--- src/source/fpu_if_pkg.sv ---
package fpu_if_pkg;

    // ==================================================
    // Data path and size codes
    // ==================================================

    localparam int DATA_W = 80;     // Widest operand, 8087 temp real
    localparam int SIZE_W = 2;

    localparam logic [SIZE_W-1:0] SIZE_16 = 2'd0;
    localparam logic [SIZE_W-1:0] SIZE_32 = 2'd1;
    localparam logic [SIZE_W-1:0] SIZE_64 = 2'd2;
    localparam logic [SIZE_W-1:0] SIZE_80 = 2'd3;

    // ==================================================
    // ESC opcodes and ModR/M
    // ==================================================

    localparam logic [7:0] ESC_D8 = 8'hD8;
    localparam logic [7:0] ESC_D9 = 8'hD9;
    localparam logic [7:0] ESC_DA = 8'hDA;
    localparam logic [7:0] ESC_DB = 8'hDB;
    localparam logic [7:0] ESC_DC = 8'hDC;
    localparam logic [7:0] ESC_DD = 8'hDD;
    localparam logic [7:0] ESC_DE = 8'hDE;
    localparam logic [7:0] ESC_DF = 8'hDF;

    localparam logic [1:0] MOD_REG        = 2'd3;   // Register form, no memory operand
    localparam logic [7:0] FSTSW_AX_MODRM = 8'hE0;  // DF E0 stores status to AX

    // ModR/M byte, seen whole or split into its fields
    typedef union packed {
        logic [7:0] raw;
        struct packed {
            logic [1:0] mod;
            logic [2:0] op_reg;     // reg field, opcode extension
            logic [2:0] rm;
        } f;
    } modrm_u;

    // ==================================================
    // Control and status
    // ==================================================

    localparam logic [15:0] CTRL_WORD_DEFAULT = 16'h037F;  // All exceptions masked
    localparam int          STATUS_MASK_BIT   = 7;

    // Transaction states
    localparam logic [2:0] ST_IDLE         = 3'd0;
    localparam logic [2:0] ST_OPERAND_WAIT = 3'd1;
    localparam logic [2:0] ST_EXECUTE      = 3'd2;
    localparam logic [2:0] ST_RESULT       = 3'd3;
    localparam logic [2:0] ST_COMPLETE     = 3'd4;

endpackage

--- src/source/esc_decoder.sv ---
`timescale 1ns/1ps

module esc_decoder import fpu_if_pkg::*; (
    input  logic [7:0]        opcode,
    input  modrm_u            modrm,
    output logic              needs_operand,
    output logic              produces_result,
    output logic [SIZE_W-1:0] op_size
);

    logic mem_form;

    assign mem_form = (modrm.f.mod != MOD_REG);

    // ==================================================
    // Decode table
    // ==================================================

    always_comb begin
        // Register forms and unknown opcodes fall through to these
        needs_operand   = 1'b0;
        produces_result = 1'b0;
        op_size         = SIZE_16;

        case (opcode)
            ESC_D8, ESC_DA: begin   // Real / int32 arithmetic
                if (mem_form) begin
                    needs_operand = 1'b1;
                    op_size       = SIZE_32;
                end
            end

            ESC_D9: begin
                if (mem_form) begin
                    case (modrm.f.op_reg)
                        3'd0: begin     // FLD m32
                            needs_operand = 1'b1;
                            op_size       = SIZE_32;
                        end
                        3'd2: begin     // FST m32
                            produces_result = 1'b1;
                            op_size         = SIZE_32;
                        end
                        3'd5: begin     // FLDCW
                            needs_operand = 1'b1;
                        end
                        3'd7: begin     // FSTCW
                            produces_result = 1'b1;
                        end
                        default: ;
                    endcase
                end
            end

            ESC_DB: begin
                if (mem_form) begin
                    case (modrm.f.op_reg)
                        3'd5: begin     // FLD m80
                            needs_operand = 1'b1;
                            op_size       = SIZE_80;
                        end
                        3'd7: begin     // FSTP m80
                            produces_result = 1'b1;
                            op_size         = SIZE_80;
                        end
                        default: begin  // Integer loads, 32-bit
                            needs_operand = 1'b1;
                            op_size       = SIZE_32;
                        end
                    endcase
                end
            end

            ESC_DC: begin   // Double-precision arithmetic
                if (mem_form) begin
                    needs_operand = 1'b1;
                    op_size       = SIZE_64;
                end
            end

            ESC_DD: begin
                if (mem_form) begin
                    case (modrm.f.op_reg)
                        3'd0: begin     // FLD m64
                            needs_operand = 1'b1;
                            op_size       = SIZE_64;
                        end
                        3'd2: begin     // FST m64
                            produces_result = 1'b1;
                            op_size         = SIZE_64;
                        end
                        3'd7: begin     // FSTSW m16
                            produces_result = 1'b1;
                        end
                        default: ;
                    endcase
                end
            end

            ESC_DE: begin   // int16 arithmetic
                if (mem_form) begin
                    needs_operand = 1'b1;
                end
            end

            ESC_DF: begin
                // FSTSW AX is a register form that still returns a word
                if (modrm.raw == FSTSW_AX_MODRM) begin
                    produces_result = 1'b1;
                end else if (mem_form) begin
                    needs_operand = 1'b1;
                end
            end

            default: ;  // Still forwarded to the core
        endcase
    end

endmodule

--- src/source/fpu_sequencer.sv ---
`timescale 1ns/1ps

module fpu_sequencer import fpu_if_pkg::*; (
    input  logic              clk,
    input  logic              reset,

    // CPU instruction side
    input  logic              cpu_fpu_instr_valid,
    input  logic [7:0]        cpu_fpu_opcode,
    input  modrm_u            cpu_fpu_modrm,
    input  logic              needs_operand,
    input  logic              produces_result,
    input  logic [SIZE_W-1:0] op_size,
    input  logic              cpu_fpu_data_write,
    input  logic              cpu_fpu_data_read,
    input  logic              cpu_fpu_ctrl_write,
    input  logic [15:0]       cpu_fpu_control_word,

    // Core side
    input  logic              fpu_operation_complete,
    input  logic [15:0]       fpu_status,
    input  logic              fpu_error,

    output logic              cpu_fpu_instr_ack,
    output logic              cpu_fpu_busy,
    output logic              cpu_fpu_ready,
    output logic              cpu_fpu_data_ready,
    output logic [SIZE_W-1:0] cpu_fpu_operand_size,
    output logic [15:0]       cpu_fpu_status_word,
    output logic              cpu_fpu_exception,
    output logic              cpu_fpu_irq,

    output logic              fpu_start,
    output logic [7:0]        fpu_operation,
    output logic [7:0]        fpu_operand_select,
    output logic [15:0]       fpu_control_reg,
    output logic              fpu_control_update,

    // Operand path controls
    output logic              clear_operand,
    output logic              capture_operand,
    output logic              capture_result,
    output logic [SIZE_W-1:0] size_q
);

    logic [2:0] state;
    logic [2:0] next_state;
    logic [7:0] opcode_q;
    modrm_u     modrm_q;
    logic       result_q;       // Latched produces_result
    logic       accept;
    logic       ctrl_take;

    assign accept    = (state == ST_IDLE) && cpu_fpu_instr_valid;
    assign ctrl_take = (state == ST_IDLE) && cpu_fpu_ctrl_write;

    // ==================================================
    // Transaction FSM
    // ==================================================

    always_comb begin
        next_state = state;
        case (state)
            ST_IDLE: begin
                // Decode comes straight from the live bytes here
                if (cpu_fpu_instr_valid) begin
                    next_state = needs_operand ? ST_OPERAND_WAIT : ST_EXECUTE;
                end
            end
            ST_OPERAND_WAIT: if (cpu_fpu_data_write) next_state = ST_EXECUTE;
            ST_EXECUTE: begin
                if (fpu_operation_complete) begin
                    next_state = result_q ? ST_RESULT : ST_COMPLETE;
                end
            end
            ST_RESULT:   if (cpu_fpu_data_read) next_state = ST_COMPLETE;
            ST_COMPLETE: next_state = ST_IDLE;
            default:     next_state = ST_IDLE;
        endcase
    end

    always_ff @(posedge clk or posedge reset) begin
        if (reset) begin
            state              <= ST_IDLE;
            cpu_fpu_instr_ack  <= 1'b0;
            fpu_start          <= 1'b0;
            opcode_q           <= 8'h00;
            modrm_q            <= '0;
            result_q           <= 1'b0;
            size_q             <= SIZE_16;
        end else begin
            state             <= next_state;
            cpu_fpu_instr_ack <= accept;
            // High only in the first EXECUTE cycle
            fpu_start <= (next_state == ST_EXECUTE) && (state != ST_EXECUTE);
            if (accept) begin
                opcode_q <= cpu_fpu_opcode;
                modrm_q  <= cpu_fpu_modrm;
                result_q <= produces_result;
                size_q   <= op_size;
            end
        end
    end

    // ==================================================
    // Control word register
    // ==================================================

    always_ff @(posedge clk or posedge reset) begin
        if (reset) begin
            fpu_control_reg    <= CTRL_WORD_DEFAULT;
            fpu_control_update <= 1'b0;
        end else begin
            fpu_control_update <= ctrl_take;
            if (ctrl_take) fpu_control_reg <= cpu_fpu_control_word;  // Idle only
        end
    end

    // Operand path strobes
    assign clear_operand   = accept;
    assign capture_operand = (state == ST_OPERAND_WAIT) && cpu_fpu_data_write;
    assign capture_result  = (state == ST_EXECUTE) && fpu_operation_complete;

    assign cpu_fpu_busy         = (state != ST_IDLE);
    assign cpu_fpu_ready        = ~cpu_fpu_busy;
    assign cpu_fpu_data_ready   = (state == ST_RESULT);
    assign cpu_fpu_operand_size = size_q;
    assign fpu_operation        = opcode_q;
    assign fpu_operand_select   = modrm_q.raw;

    // Status passes through, error counts only when unmasked
    assign cpu_fpu_status_word = fpu_status;
    assign cpu_fpu_exception   = fpu_error && !fpu_status[STATUS_MASK_BIT];
    assign cpu_fpu_irq         = cpu_fpu_exception;

endmodule

--- src/source/operand_path.sv ---
`timescale 1ns/1ps

module operand_path import fpu_if_pkg::*; (
    input  logic              clk,
    input  logic              reset,
    input  logic              clear_operand,
    input  logic              capture_operand,
    input  logic              capture_result,
    input  logic [SIZE_W-1:0] size_q,
    input  logic [DATA_W-1:0] cpu_fpu_data_in,
    input  logic [DATA_W-1:0] fpu_result_data,
    output logic [DATA_W-1:0] fpu_operand_data,
    output logic [DATA_W-1:0] cpu_fpu_data_out
);

    // Keep only the low bits of the selected width
    function automatic logic [DATA_W-1:0] mask_to_size(
        input logic [DATA_W-1:0] data,
        input logic [SIZE_W-1:0] size
    );
        logic [DATA_W-1:0] mask;
        case (size)
            SIZE_16: mask = {{(DATA_W-16){1'b0}}, {16{1'b1}}};
            SIZE_32: mask = {{(DATA_W-32){1'b0}}, {32{1'b1}}};
            SIZE_64: mask = {{(DATA_W-64){1'b0}}, {64{1'b1}}};
            default: mask = {DATA_W{1'b1}};
        endcase
        return data & mask;
    endfunction

    // ==================================================
    // Operand buffer
    // ==================================================

    always_ff @(posedge clk or posedge reset) begin
        if (reset) begin
            fpu_operand_data <= '0;
        end else if (clear_operand) begin
            fpu_operand_data <= '0;     // No-operand instructions send zero
        end else if (capture_operand) begin
            fpu_operand_data <= mask_to_size(cpu_fpu_data_in, size_q);
        end
    end

    // ==================================================
    // Result buffer
    // ==================================================

    always_ff @(posedge clk or posedge reset) begin
        if (reset) begin
            cpu_fpu_data_out <= '0;
        end else if (capture_result) begin
            cpu_fpu_data_out <= mask_to_size(fpu_result_data, size_q);  // Held through RESULT
        end
    end

endmodule

--- src/source/fpu_cpu_interface.sv ---
`timescale 1ns/1ps

module fpu_cpu_interface import fpu_if_pkg::*; (
    input  logic              clk,
    input  logic              reset,

    // ==================================================
    // CPU side
    // ==================================================
    input  logic              cpu_fpu_instr_valid,
    input  logic [7:0]        cpu_fpu_opcode,
    input  logic [7:0]        cpu_fpu_modrm,
    output logic              cpu_fpu_instr_ack,
    input  logic              cpu_fpu_data_write,
    input  logic              cpu_fpu_data_read,
    input  logic [DATA_W-1:0] cpu_fpu_data_in,
    output logic [DATA_W-1:0] cpu_fpu_data_out,
    output logic              cpu_fpu_data_ready,
    output logic [SIZE_W-1:0] cpu_fpu_operand_size,   // Decoded width of current op
    output logic              cpu_fpu_busy,
    output logic              cpu_fpu_ready,
    output logic [15:0]       cpu_fpu_status_word,
    input  logic [15:0]       cpu_fpu_control_word,
    input  logic              cpu_fpu_ctrl_write,
    output logic              cpu_fpu_exception,
    output logic              cpu_fpu_irq,

    // ==================================================
    // Core side
    // ==================================================
    output logic              fpu_start,
    output logic [7:0]        fpu_operation,
    output logic [7:0]        fpu_operand_select,
    output logic [DATA_W-1:0] fpu_operand_data,
    input  logic              fpu_operation_complete,
    input  logic [DATA_W-1:0] fpu_result_data,
    input  logic [15:0]       fpu_status,
    input  logic              fpu_error,
    output logic [15:0]       fpu_control_reg,
    output logic              fpu_control_update
);

    logic              needs_operand;
    logic              produces_result;
    logic [SIZE_W-1:0] op_size;
    logic              clear_operand;
    logic              capture_operand;
    logic              capture_result;
    logic [SIZE_W-1:0] size_q;

    // Decoder looks at the live bytes, sequencer latches on accept
    esc_decoder decoder_i (
        .opcode          (cpu_fpu_opcode),
        .modrm           (cpu_fpu_modrm),
        .needs_operand   (needs_operand),
        .produces_result (produces_result),
        .op_size         (op_size)
    );

    fpu_sequencer sequencer_i (
        .clk                    (clk),
        .reset                  (reset),
        .cpu_fpu_instr_valid    (cpu_fpu_instr_valid),
        .cpu_fpu_opcode         (cpu_fpu_opcode),
        .cpu_fpu_modrm          (cpu_fpu_modrm),
        .needs_operand          (needs_operand),
        .produces_result        (produces_result),
        .op_size                (op_size),
        .cpu_fpu_data_write     (cpu_fpu_data_write),
        .cpu_fpu_data_read      (cpu_fpu_data_read),
        .cpu_fpu_ctrl_write     (cpu_fpu_ctrl_write),
        .cpu_fpu_control_word   (cpu_fpu_control_word),
        .fpu_operation_complete (fpu_operation_complete),
        .fpu_status             (fpu_status),
        .fpu_error              (fpu_error),
        .cpu_fpu_instr_ack      (cpu_fpu_instr_ack),
        .cpu_fpu_busy           (cpu_fpu_busy),
        .cpu_fpu_ready          (cpu_fpu_ready),
        .cpu_fpu_data_ready     (cpu_fpu_data_ready),
        .cpu_fpu_operand_size   (cpu_fpu_operand_size),
        .cpu_fpu_status_word    (cpu_fpu_status_word),
        .cpu_fpu_exception      (cpu_fpu_exception),
        .cpu_fpu_irq            (cpu_fpu_irq),
        .fpu_start              (fpu_start),
        .fpu_operation          (fpu_operation),
        .fpu_operand_select     (fpu_operand_select),
        .fpu_control_reg        (fpu_control_reg),
        .fpu_control_update     (fpu_control_update),
        .clear_operand          (clear_operand),
        .capture_operand        (capture_operand),
        .capture_result         (capture_result),
        .size_q                 (size_q)
    );

    operand_path operand_path_i (
        .clk              (clk),
        .reset            (reset),
        .clear_operand    (clear_operand),
        .capture_operand  (capture_operand),
        .capture_result   (capture_result),
        .size_q           (size_q),
        .cpu_fpu_data_in  (cpu_fpu_data_in),
        .fpu_result_data  (fpu_result_data),
        .fpu_operand_data (fpu_operand_data),
        .cpu_fpu_data_out (cpu_fpu_data_out)
    );

endmodule

--- config.mk ---
export PLATFORM = sky130hd
export DESIGN_NAME = fpu_cpu_interface
export DESIGN_NICKNAME = d
export VERILOG_FILES = /design/src/source/fpu_if_pkg.sv /design/src/source/esc_decoder.sv /design/src/source/fpu_sequencer.sv /design/src/source/operand_path.sv /design/src/source/fpu_cpu_interface.sv
export SDC_FILE = /design/constraint.sdc
export NUM_CORES = 1
export LEC_CHECK = 0
export BUFFER_PORTS_ARGS = -buffer_cell sky130_fd_sc_hd__buf_2
export CORE_AREA = 2 2 170 172
export DETAILED_ROUTE_END_ITERATION = 16
export DIE_AREA = 0 0 172 174
export PLACE_DENSITY = 0.69
export SYNTH_ARGS = -nofsm -noshare
export SYNTH_HDL_FRONTEND = slang
export SYNTH_HIERARCHICAL = 1
export SYNTH_SLANG_ARGS = --single-unit
--- constraint.sdc ---
create_clock -name clk -period 9.7 [get_ports clk]
set_input_delay 1.94 -clock clk [delete_from_list [all_inputs] [get_ports clk]]
set_output_delay 1.94 -clock clk [all_outputs]
set_load 0.01 [all_outputs]
=== Word level (Yosys, flattened, before mapping) ===
Index checks and enable logic that the tools add are counted.

* Mux-type cells: 37
* Reductions and logical operators: 19
* Equal/unequal tests: 20
* Bitwise gates (word level): 3

{| class="wikitable"
|+ Operators with widths
! cell !! number
|-
| $mux 80 || 5
|-
| $pmux 80 s3 || 1
|-
| $and 80x80->80 || 2
|-
| $eq 8x8->1 const B || 9
|-
| $mux 1 || 15
|-
| $mux 3 || 5
|-
| $mux 2 || 7
|-
| $eq 3x2->1 const B || 4
|-
| $pmux 3 s4 || 1
|-
| $reduce_or 2->1 || 6
|-
| $pmux 2 s5 || 1
|-
| $eq 3x3->1 const B || 2
|-
| $logic_and 1x1->1 || 6
|-
| $logic_not 3->1 || 2
|-
| $pmux 1 s5 || 1
|-
| $reduce_or 4->1 || 1
|-
| $eq 3x1->1 const B || 1
|-
| $ne 3x2->1 const B || 1
|-
| $pmux 1 s3 || 1
|-
| $reduce_bool 3->1 || 1
|-
| $eq 2x1->1 const B || 1
|-
| $eq 2x2->1 const B || 1
|-
| $logic_not 2->1 || 1
|-
| $ne 2x2->1 const B || 1
|-
| 3 further kinds || 3
|}

* Bits in registers: 201
* Input port bits: 216
* Word-level logic and storage cells: 90
* Output and inout port bits: 218

=== Depth between registers and ports, before layout ===
Gate-level depths: netlist of the first run.

* Depth in word-level cells: 10
* Mapped depth: 7
* Depth with buffers taken out: 7

=== Cells and area by module ===
Netlist of the first run, hierarchy kept.

{| class="wikitable"
|+ Modules (own cells, without submodules)
! module !! times used !! seq. area each (um^2) !! cells each !! area an instance (um^2)
|-
| operand_path || 1 || 4,003.8 || 554 || 6,495.0
|-
| fpu_sequencer || 1 || 1,037.2 || 125 || 1,828.0
|-
| esc_decoder || 1 || 0.0 || 27 || 157.7
|}

=== Worst setup path after synthesis of the first run ===
No wires, ideal clock.

* Kind: in2out
* From: input port fpu_error
* To: output port cpu_fpu_irq
* Required time: 7,760 ps
* Arrival time: 2,343 ps
* Stages on the path: 2
* Path buffers: 1
* Path slack: 5,417 ps
* Path through: nor2b_1 -> buf_4

* Cells in the longest elaborated chain, start to end: 1

{| class="wikitable"
|+ RTL lines
! element !! RTL line !! RTL
|-
| from (decl) || fpu_cpu_interface.sv:38 || <nowiki>input logic fpu_error,</nowiki>
|-
| $logic_and 1x1->1 || fpu_sequencer.sv:133 || <nowiki>assign cpu_fpu_exception = fpu_error && !fpu_status[STATUS_MASK_BIT];</nowiki>
|-
| to (decl) || fpu_cpu_interface.sv:26 || <nowiki>output logic cpu_fpu_irq,</nowiki>
|}

Every way passes these cells.

=== Final worst setup path of the first run ===
* From: input port fpu_status[7]
* To: output port cpu_fpu_irq

* Cells in the longest elaborated chain, start to end: 2

{| class="wikitable"
|+ RTL lines
! element !! RTL line !! RTL
|-
| from (decl) || fpu_cpu_interface.sv:37 || <nowiki>input logic [15:0] fpu_status,</nowiki>
|-
| $logic_not 1->1 || fpu_sequencer.sv:133 ||
|-
| $logic_and 1x1->1 || fpu_sequencer.sv:133 ||
|}

Every way passes these cells.

==> results of run 1 <==
[power by group through the flow]
stage / Combinational (mW) / Sequential, mW / Clock [mW]
2_1_floorplan: 0.231 / 1.08 / 0
3_3_place_gp: 0.466 / 1.03 / 0
3_5_place_dp: 0.474 / 1.03 / 0
4_1_cts: 0.474 / 1.02 / 0.947
5_1_grt: 0.504 / 1.03 / 0.986
6_report: 0.468 / 1.02 / 0.917
[worst max-delay path: cells and delay by family]
kind	cells	cell delay, ns
buf+inv	2	0.24
simple gates	1	0.12
[cell type report]
class	count	area share
flip-flops and latches	201	0.443
multi-input cells	422	0.259
repair buffers	410	0.182
clock buffers	34	0.0612
well taps	384	0.0422
clock inverters	7	0.0103
inverters	6	0.00242
diodes	1	0.000220
[cells in the mapped netlist, types with 2 or more instances]
cell type	instances	area, um2
buf_4	37	278
mux2_2	42	473
inv_1	5	18.8
o2bb2ai_1	33	289
o211ai_1	17	128
buf_2	15	75.1
nor2b_1	3	18.8
dfstp_2	9	236
mux2_4	9	135
a22o_1	32	280
buf_6	3	33.8
nand3b_1	2	15.0
nand2_1	38	143
a31oi_1	2	12.5
o21ai_0	2	10.0
nand4_1	16	100
nand2b_1	64	400
mux2i_1	16	160
a21oi_1	65	325
nor3_1	2	10.0
a22oi_1	2	15.0
clkbuf_1	20	75.1
dfrtp_1	192	4800
nand3_1	34	170
nor2_1	24	90.1
[how the worst min path moves through the flow]
stage | endpoint | from | slack [ns]
after CTS | operand_path_i/cpu_fpu_data_out[29] | operand_path_i/cpu_fpu_data_out[29] | 0.49
after floorplan | sequencer_i/result_q | sequencer_i/result_q | 0.51
after global routing | operand_path_i/cpu_fpu_data_out[76] | operand_path_i/cpu_fpu_data_out[76] | 0.50
after global placement | operand_path_i/cpu_fpu_data_out[64] | operand_path_i/cpu_fpu_data_out[64] | 0.47
final | operand_path_i/cpu_fpu_data_out[29] | operand_path_i/cpu_fpu_data_out[29] | 0.48
after detailed placement | operand_path_i/cpu_fpu_data_out[29] | operand_path_i/cpu_fpu_data_out[29] | 0.47
[per-stage QoR]
| stage | utilization | worst slack [ns] | power, mW | std cells | hold slack [ns] |
|---|---|---|---|---|---|
| 2_1_floorplan | - | 3.44 | 1.31 | 706 | 0.505 |
| 3_3_place_gp | 0.374 | 5.44 | 1.49 | 1423 | 0.466 |
| 3_5_place_dp | 0.374 | 5.45 | 1.50 | 1423 | 0.468 |
| 4_1_cts | 0.403 | 5.45 | 2.44 | 1464 | 0.486 |
| 5_1_grt | 0.403 | 5.36 | 2.52 | 1465 | 0.504 |
| 6_report | 0.403 | 5.46 | 2.40 | 1465 | 0.478 |
[routing by layer]
layer  wire length [um]  vias to the layer above  part of all wire  global-route usage
met5                  0                        -                 0                   0
met4                524                        0             0.022              0.0459
met3               2300                       36             0.096              0.0442
met2              11300                      321              0.47               0.260
met1               9710                     3339              0.41               0.176
li1                   -                     3194                 -                   -
[cells by family (layout without fill, tap and decap cells)]
family          Yosys count  count (layout)  share of synthesized area
compound gates          159             159                      0.131
buf+inv                  83             457                     0.0599
flops                   201             201                      0.594
mux                      67              67                     0.0906
other cells               0               1                          0
simple gates            196             196                      0.124
==> reports/metrics.yaml, run 1 <==
status: "finished clean"
design_area_um2: 11400
cts_resized: 0
tns_ns: 0
nFillCells: 2811
synth-seq-area-share: 0.594
path_clk_slew_ns: 0.06
die_w_um: 172
worstReg2RegEnd: "operand_path_i/cpu_fpu_data_out[49]"
area_growth_pct: 34.2
path_common_cell: "buf_2"
regArea_um2: 5040
drive_gt1_frac: 0.480
worst_setup_path_end_kind: "output pin"
synth_edf_count: 0
place_congestion: 0.792
drt_iter0_markers: 351
worst_setup_path_start_kind: "input pin"
ant_nets: 0
placed_cell_area_um2: 10600
cts_buffers: 23
crit_end: "cpu_fpu_irq"
cts_sinks: 201
reg2reg_depth: 5
startpoint: "fpu_status[7]"
peakVddDrop_uv: 167
syn_inst: 706
slew_headroom: 0.216
synth_seq_cells: 201
ctsHoldBuffers: 0
fmax_ghz: 0.236
core_um2: 28200
syn-num-nets: 922
min_period_ns: 4.24
multi_input_area_um2: 2940
vias: 6890
htreeDepth: 1
drc: 0
viasPerCell: 4.70
finalCritPeriodShare: 0.437
maxCapViolations: 0
synthFlopType: "dfrtp_1"
tightest_slew_ns: 1.18
initial_utilization: 0.300
ys_warn_count: 6
grt_usage: 0.149
grt_pass1_wl_um: 36100
wl_per_cell_um: 16.3
hold_viol: 0
crit_path_max_incr_delay_ns: 0.14
layout_commonest_cell: "buf_2"
cts_tree: "built"
switching_share: 0.270
die_h_um: 174
dp_hpwl_um: 16400
p_seq_frac: 0.423
internal-power_mw: 1.75
p_comb_frac: 0.195
power.share.clock: 0.382
hold_depth: 1
syn_avg_cell_area_um2: 12.0
clock_path_buffers: 3
cp_max_fo: 2
worst_clock_skew_ns: 0.0168
drt-total-wl_um: 23900
rows: 62
io_pins: 434
rrSetupSlack_ns: 6.85
r2r_start: "sequencer_i/state[1]"
required_ns: 7.76
grt_setup_unrepaired: "no"
power_leakage_nw: 5.72
power_per_cell_area_nw_per_um2: 211
crit_arrival_ns: 2.30
cts_setup_buffers: 0
crit_chain: "buf_2, nor2b_1, buf_2"
port_buffers: 403
critPathSlowestCell: "buf_2"
clock_latency_ns: 0.51
min_path_type: "reg -> reg"
die_area_um2: 29900
power_switching_uw: 648
nets: 1280
grt_pass1_vias: 6872
async_flop_share: 1.00
crit_type: "in -> out"
grt-ovfl-total: 0
syn_area_um2: 8480
setup_viol: 0
yosysUniqueCellTypes: 47
drtPass1Iterations: 4
clock-root-buffer: "clkbuf_16"
slew_viol_final: 0
final_cell_mix: "buf_2 (403), dfrtp_1 (191), a21oi_1 (65), nand2b_1 (64), mux2_2 (42)"
grt_max_degree: 120
antenna_found_initial: 1
Note: power is estimated with default switching activity, not from simulation.
==> inputs of run 2 (changes only) <==
- PLACE_DENSITY: 0.69 -> 0.71
- clock period: 9.7 -> 3.4 ns (I/O delays scaled with it)
==> reports/metrics.yaml, run 2 (synthesis results as in run 1) <==
power.share.clock: 0.399
vias: 6954
viasPerCell: 4.72
multi_input_area_um2: 2940
die_area_um2: 29900
grt_max_degree: 78
worst_setup_path_start_kind: "flop"
p_comb_frac: 0.189
crit_type: "reg -> out"
reg2reg_depth: 5
drt-total-wl_um: 24500
initial_utilization: 0.300
area_growth_pct: 36.0
cts_sinks: 201
tightest_slew_ns: 1.06
power_switching_mw: 1.87
die_w_um: 172
cts_resized: 0
min_period_ns: 2.36
slew_headroom: 0.289
placed_cell_area_um2: 10600
worst_setup_path_end_kind: "output pin"
critPathSlowestCell: "dfrtp_2"
cts_buffers: 24
drtPass1Iterations: 4
grt_pass1_vias: 7077
required_ns: 2.72
final_cell_mix: "buf_2 (403), dfrtp_1 (190), a21oi_1 (65), nand2b_1 (64), mux2_2 (42)"
power_leakage_nw: 5.78
drc: 0
io_pins: 434
rrSetupSlack_ns: 1.19
clock-root-buffer: "clkbuf_16"
status: "finished clean"
peakVddDrop_uv: 460
min_path_type: "in -> async"
r2r_start: "sequencer_i/state[1]"
cts_setup_buffers: 0
htreeDepth: 1
core_um2: 28200
regArea_um2: 5040
hold_viol: 0
hold_ws_ns: 0.224
slew_viol_final: 0
layout_commonest_cell: "buf_2"
nFillCells: 2767
p_seq_frac: 0.412
die_h_um: 174
dp_hpwl_um: 17400
cp_max_fo: 36
nets: 1287
crit_family: "flip-flops"
rows: 62
crit_cells: 1
place_congestion: 0.797
worstReg2RegEnd: "operand_path_i/cpu_fpu_data_out[40]"
grt-ovfl-total: 0
wl_per_cell_um: 16.6
drive_gt1_frac: 0.486
maxCapViolations: 0
port_buffers: 403
clock_latency_ns: 0.52
switching_share: 0.266
setup_viol: 0
finalCritPeriodShare: 0.695
grt_usage: 0.155
internal-power_mw: 5.17
drt_iter0_markers: 289
clock_path_buffers: 3
antenna_cells: 0
path_clk_slew_ns: 0.06
ctsHoldBuffers: 0
crit_chain: "buf_2"
grt_pass1_wl_um: 37400
worst_clock_skew_ns: 0.0140
ant_nets: 0
power_per_cell_area_nw_per_um2: 611
tns_ns: 0
grt_setup_unrepaired: "no"
crit_arrival_ns: 1.68
crit_path_max_incr_delay_ns: 0.90
fmax_ghz: 0.423
antenna_found_initial: 0
worstPathBufferInverterCount: 1
design_area_um2: 11500
cts_tree: "built"
==> run 2: changes by cell type in the layout (fill, tap and decap cells not counted), sizes merged <==
cell	delta
inv	-1
clkinvlp	+3
buf	+6
diode	-1
clkbuf	-3
clkinv	+2
bufinv	+2
==> run 2: worst max-delay path by stage <==
stage,startpoint,end
after floorplan,reset,operand_path_i/cpu_fpu_data_out[0]
after global placement,sequencer_i/state[1],operand_path_i/cpu_fpu_data_out[37]
after detailed placement,sequencer_i/state[1],operand_path_i/cpu_fpu_data_out[40]
after CTS,sequencer_i/cpu_fpu_operand_size[0],cpu_fpu_operand_size[0]
after global routing,sequencer_i/cpu_fpu_operand_size[0],cpu_fpu_operand_size[0]
final,sequencer_i/cpu_fpu_operand_size[0],cpu_fpu_operand_size[0]
==> run 2: power by group through the flow <==
stage | clock network (mW) | registers, mW | logic (mW)
CTS | 2.88 | 2.91 | 1.35
detailed placement | 0 | 2.94 | 1.35
global placement | 0 | 2.93 | 1.33
floorplan | 0 | 3.08 | 0.660
finish | 2.81 | 2.91 | 1.33
global route | 3.00 | 2.95 | 1.44
==> run 2: cell type report <==
type                            count  share of cell area
Inverter                            6             0.00228
Clock inverter                     13              0.0173
Sequential cell                   201               0.437
Tap cell                          384              0.0417
Timing Repair Buffer              416               0.187
Multi-Input combinational cell    422               0.255
Clock buffer                       31              0.0597
==> run 2: layer usage <==
metal  share of wire  up-vias  track usage  routed length, um
met5               0        -            0                  0
met4           0.028        0       0.0522                692
met3           0.088       53       0.0430               2160
met2            0.49      304        0.273              11900
met1            0.40     3388        0.181               9680
li1                -     3209            -                  -
==> run 2: stage by stage <==
| step | std cells | power, mW | utilization | setup WS, ns |
|---|---|---|---|---|
| global placement | 1429 | 4.26 | 0.377 | 1.17 |
| global route | 1473 | 7.39 | 0.408 | 0.928 |
| floorplan | 706 | 3.74 | - | 0.691 |
| finish | 1473 | 7.05 | 0.408 | 1.04 |
| detailed placement | 1429 | 4.29 | 0.377 | 1.10 |
| CTS | 1473 | 7.14 | 0.408 | 0.972 |
==> inputs of run 3 (changes only) <==
- clock period: 3.4 -> 1.9 ns (I/O delays scaled with it)
==> reports/metrics.yaml, run 3 (synthesis results as in run 1) <==
peakVddDrop_uv: 1010
drt_iter0_markers: 323
vias: 7003
antenna_found_initial: 2
required_ns: 1.52
cts_tree: "built"
grt_pass1_wl_um: 37200
port_buffers: 403
violations: "negative setup slack"
dp_hpwl_um: 18100
worst_setup_path_end_kind: "output pin"
power_switching_mw: 3.33
clock_path_buffers: 3
p_comb_frac: 0.215
hold_viol: 0
final_cell_mix: "buf_2 (402), dfrtp_1 (189), a21oi_1 (65), nand2b_1 (64), nand2_1 (38)"
path_clk_slew_ns: 0.06
crit_type: "reg -> out"
ant_nets: 0
io_pins: 434
initial_utilization: 0.300
internal-power_mw: 9.05
tns_ns: -0.0294
clock_latency_ns: 0.51
fmax_ghz: 0.518
hold_depth: 2
rows: 62
drive_gt1_frac: 0.499
drt-total-wl_um: 24400
setup_viol: 1
viasPerCell: 4.66
reg2reg_depth: 6
final_cell_count_no_fill: 1504
worstPathBufferInverterCount: 3
cts_sinks: 201
layout_commonest_cell: "buf_2"
drc: 0
clock-root-buffer: "clkbuf_16"
worst_clock_skew_ns: 0.0157
grt_usage: 0.155
die_w_um: 172
tightest_slew_ns: 0.690
grt_pass1_vias: 7001
wl_per_cell_um: 16.2
htreeDepth: 1
finalCritPeriodShare: 1.02
crit_arrival_ns: 1.55
cp_max_fo: 4
core_um2: 28200
grt-ovfl-total: 0
die_area_um2: 29900
crit_path_max_incr_delay_ns: 0.40
die_h_um: 174
worst_setup_path_start_kind: "flop"
critPathSlowestCell: "dfrtp_1"
p_seq_frac: 0.420
dpl.cell_count: 1455
place_congestion: 0.808
min_path_type: "in -> reg"
setup_slack_ns: -0.0294
grt_setup_unrepaired: "yes"
slew_viol_final: 0
nets: 1319
crit_family: "flip-flops"
power_leakage_nw: 5.96
status: "complete, but fails checks"
grt_max_degree: 60
power_per_cell_area_nw_per_um2: 1040
power.share.clock: 0.365
switching_share: 0.269
drtPass1Iterations: 6
crit_cells: 4
min_period_ns: 1.93
slew_headroom: 0.540
area_growth_pct: 39.7
cts_buffers: 23
crit_chain: "buf_6, nor3_4, inv_1, buf_2"
maxCapViolations: 0
==> run 3: cell types whose count changed in the layout (fill, tap and decap cells not counted), sizes merged <==
cell / previous run / this run
diode: 0 / 1
dlygate4sd3: 0 / 1
clkbuf: 31 / 33
clkinvlp: 3 / 1
bufinv: 5 / 3
clkinv: 6 / 4
buf: 416 / 448
inv: 5 / 6
==> run 3: area by class of cell <==
| class | instances | area [um2] |
|---|---|---|
| Tap cell | 384 | 480 |
| Clock inverter | 8 | 119 |
| Fill cell | 2753 | 16400 |
| Inverter | 6 | 26.3 |
| Sequential cell | 201 | 5040 |
| Clock buffer | 33 | 663 |
| Timing Repair Buffer | 449 | 2540 |
| Antenna cell | 1 | 2.50 |
| Multi-Input combinational cell | 422 | 2980 |
==> run 3: path summary, 6_finish.rpt <==
check	to	slack [ns]	from
min in group asynchronous	sequencer_i/fpu_control_reg[13]	0.48	reset
worst max-delay path	cpu_fpu_busy	-0.03	sequencer_i/state[1]
worst min-delay path	operand_path_i/cpu_fpu_data_out[63]	0.08	fpu_result_data[63]
worst min register to register	operand_path_i/cpu_fpu_data_out[21]	0.48	operand_path_i/cpu_fpu_data_out[21]
max in group asynchronous	sequencer_i/fpu_control_reg[2]	0.80	reset
worst max register to register	sequencer_i/fpu_control_reg[7]	0.06	sequencer_i/state[1]
==> run 3: power groups by stage <==
| stage | sequential [mW] | clock, mW | combinational [mW] |
|---|---|---|---|
| 3_5_place_dp | 5.25 | 0 | 2.56 |
| 6_report | 5.20 | 4.52 | 2.66 |
| 3_3_place_gp | 5.24 | 0 | 2.51 |
| 4_1_cts | 5.19 | 4.66 | 2.60 |
| 2_1_floorplan | 5.51 | 0 | 1.18 |
| 5_1_grt | 5.27 | 4.86 | 2.87 |
==> run 3: what timing repair did <==
action | in CTS | in global routing
endpoints found under the hold margin | 13 | 0
setup endpoints to repair | 3 | 73
hold buffers | 1 | 0
resized for setup | 2 | 17
buffers inserted | 2 | 4
cloned | 0 | 0
pin swaps | 1 | 4
==> run 3: stage by stage <==
step | utilization | hold WS (ns) | setup WS, ns | area, um2 | total power, mW
2_1_floorplan | - | 0.505 | -0.509 | 8480 | 6.69
3_3_place_gp | 0.387 | 0.444 | 0.0784 | 10900 | 7.75
3_5_place_dp | 0.387 | 0.451 | 0.0737 | 10900 | 7.81
4_1_cts | 0.416 | 0.0571 | -0.0274 | 11800 | 12.5
5_1_grt | 0.420 | 0.0623 | -0.143 | 11800 | 13.0
6_report | 0.420 | 0.0828 | -0.0294 | 11900 | 12.4
==> run 3: layer usage <==
metal,vias to the layer above,global-route usage,part of all wire
met4,0,0.0441,0.023
met2,296,0.273,0.50
li1,3277,-,-
met1,3393,0.186,0.39
met3,37,0.0405,0.084
met5,-,0,0
==> run 3: worst reg2reg max path: cells and delay by family (launching register included) <==
family	cells	cell delay (ns)
buffers and inverters	3	0.38
flip-flops	1	0.40
AND/OR/NAND/NOR	2	0.60
multiplexers	1	0.34
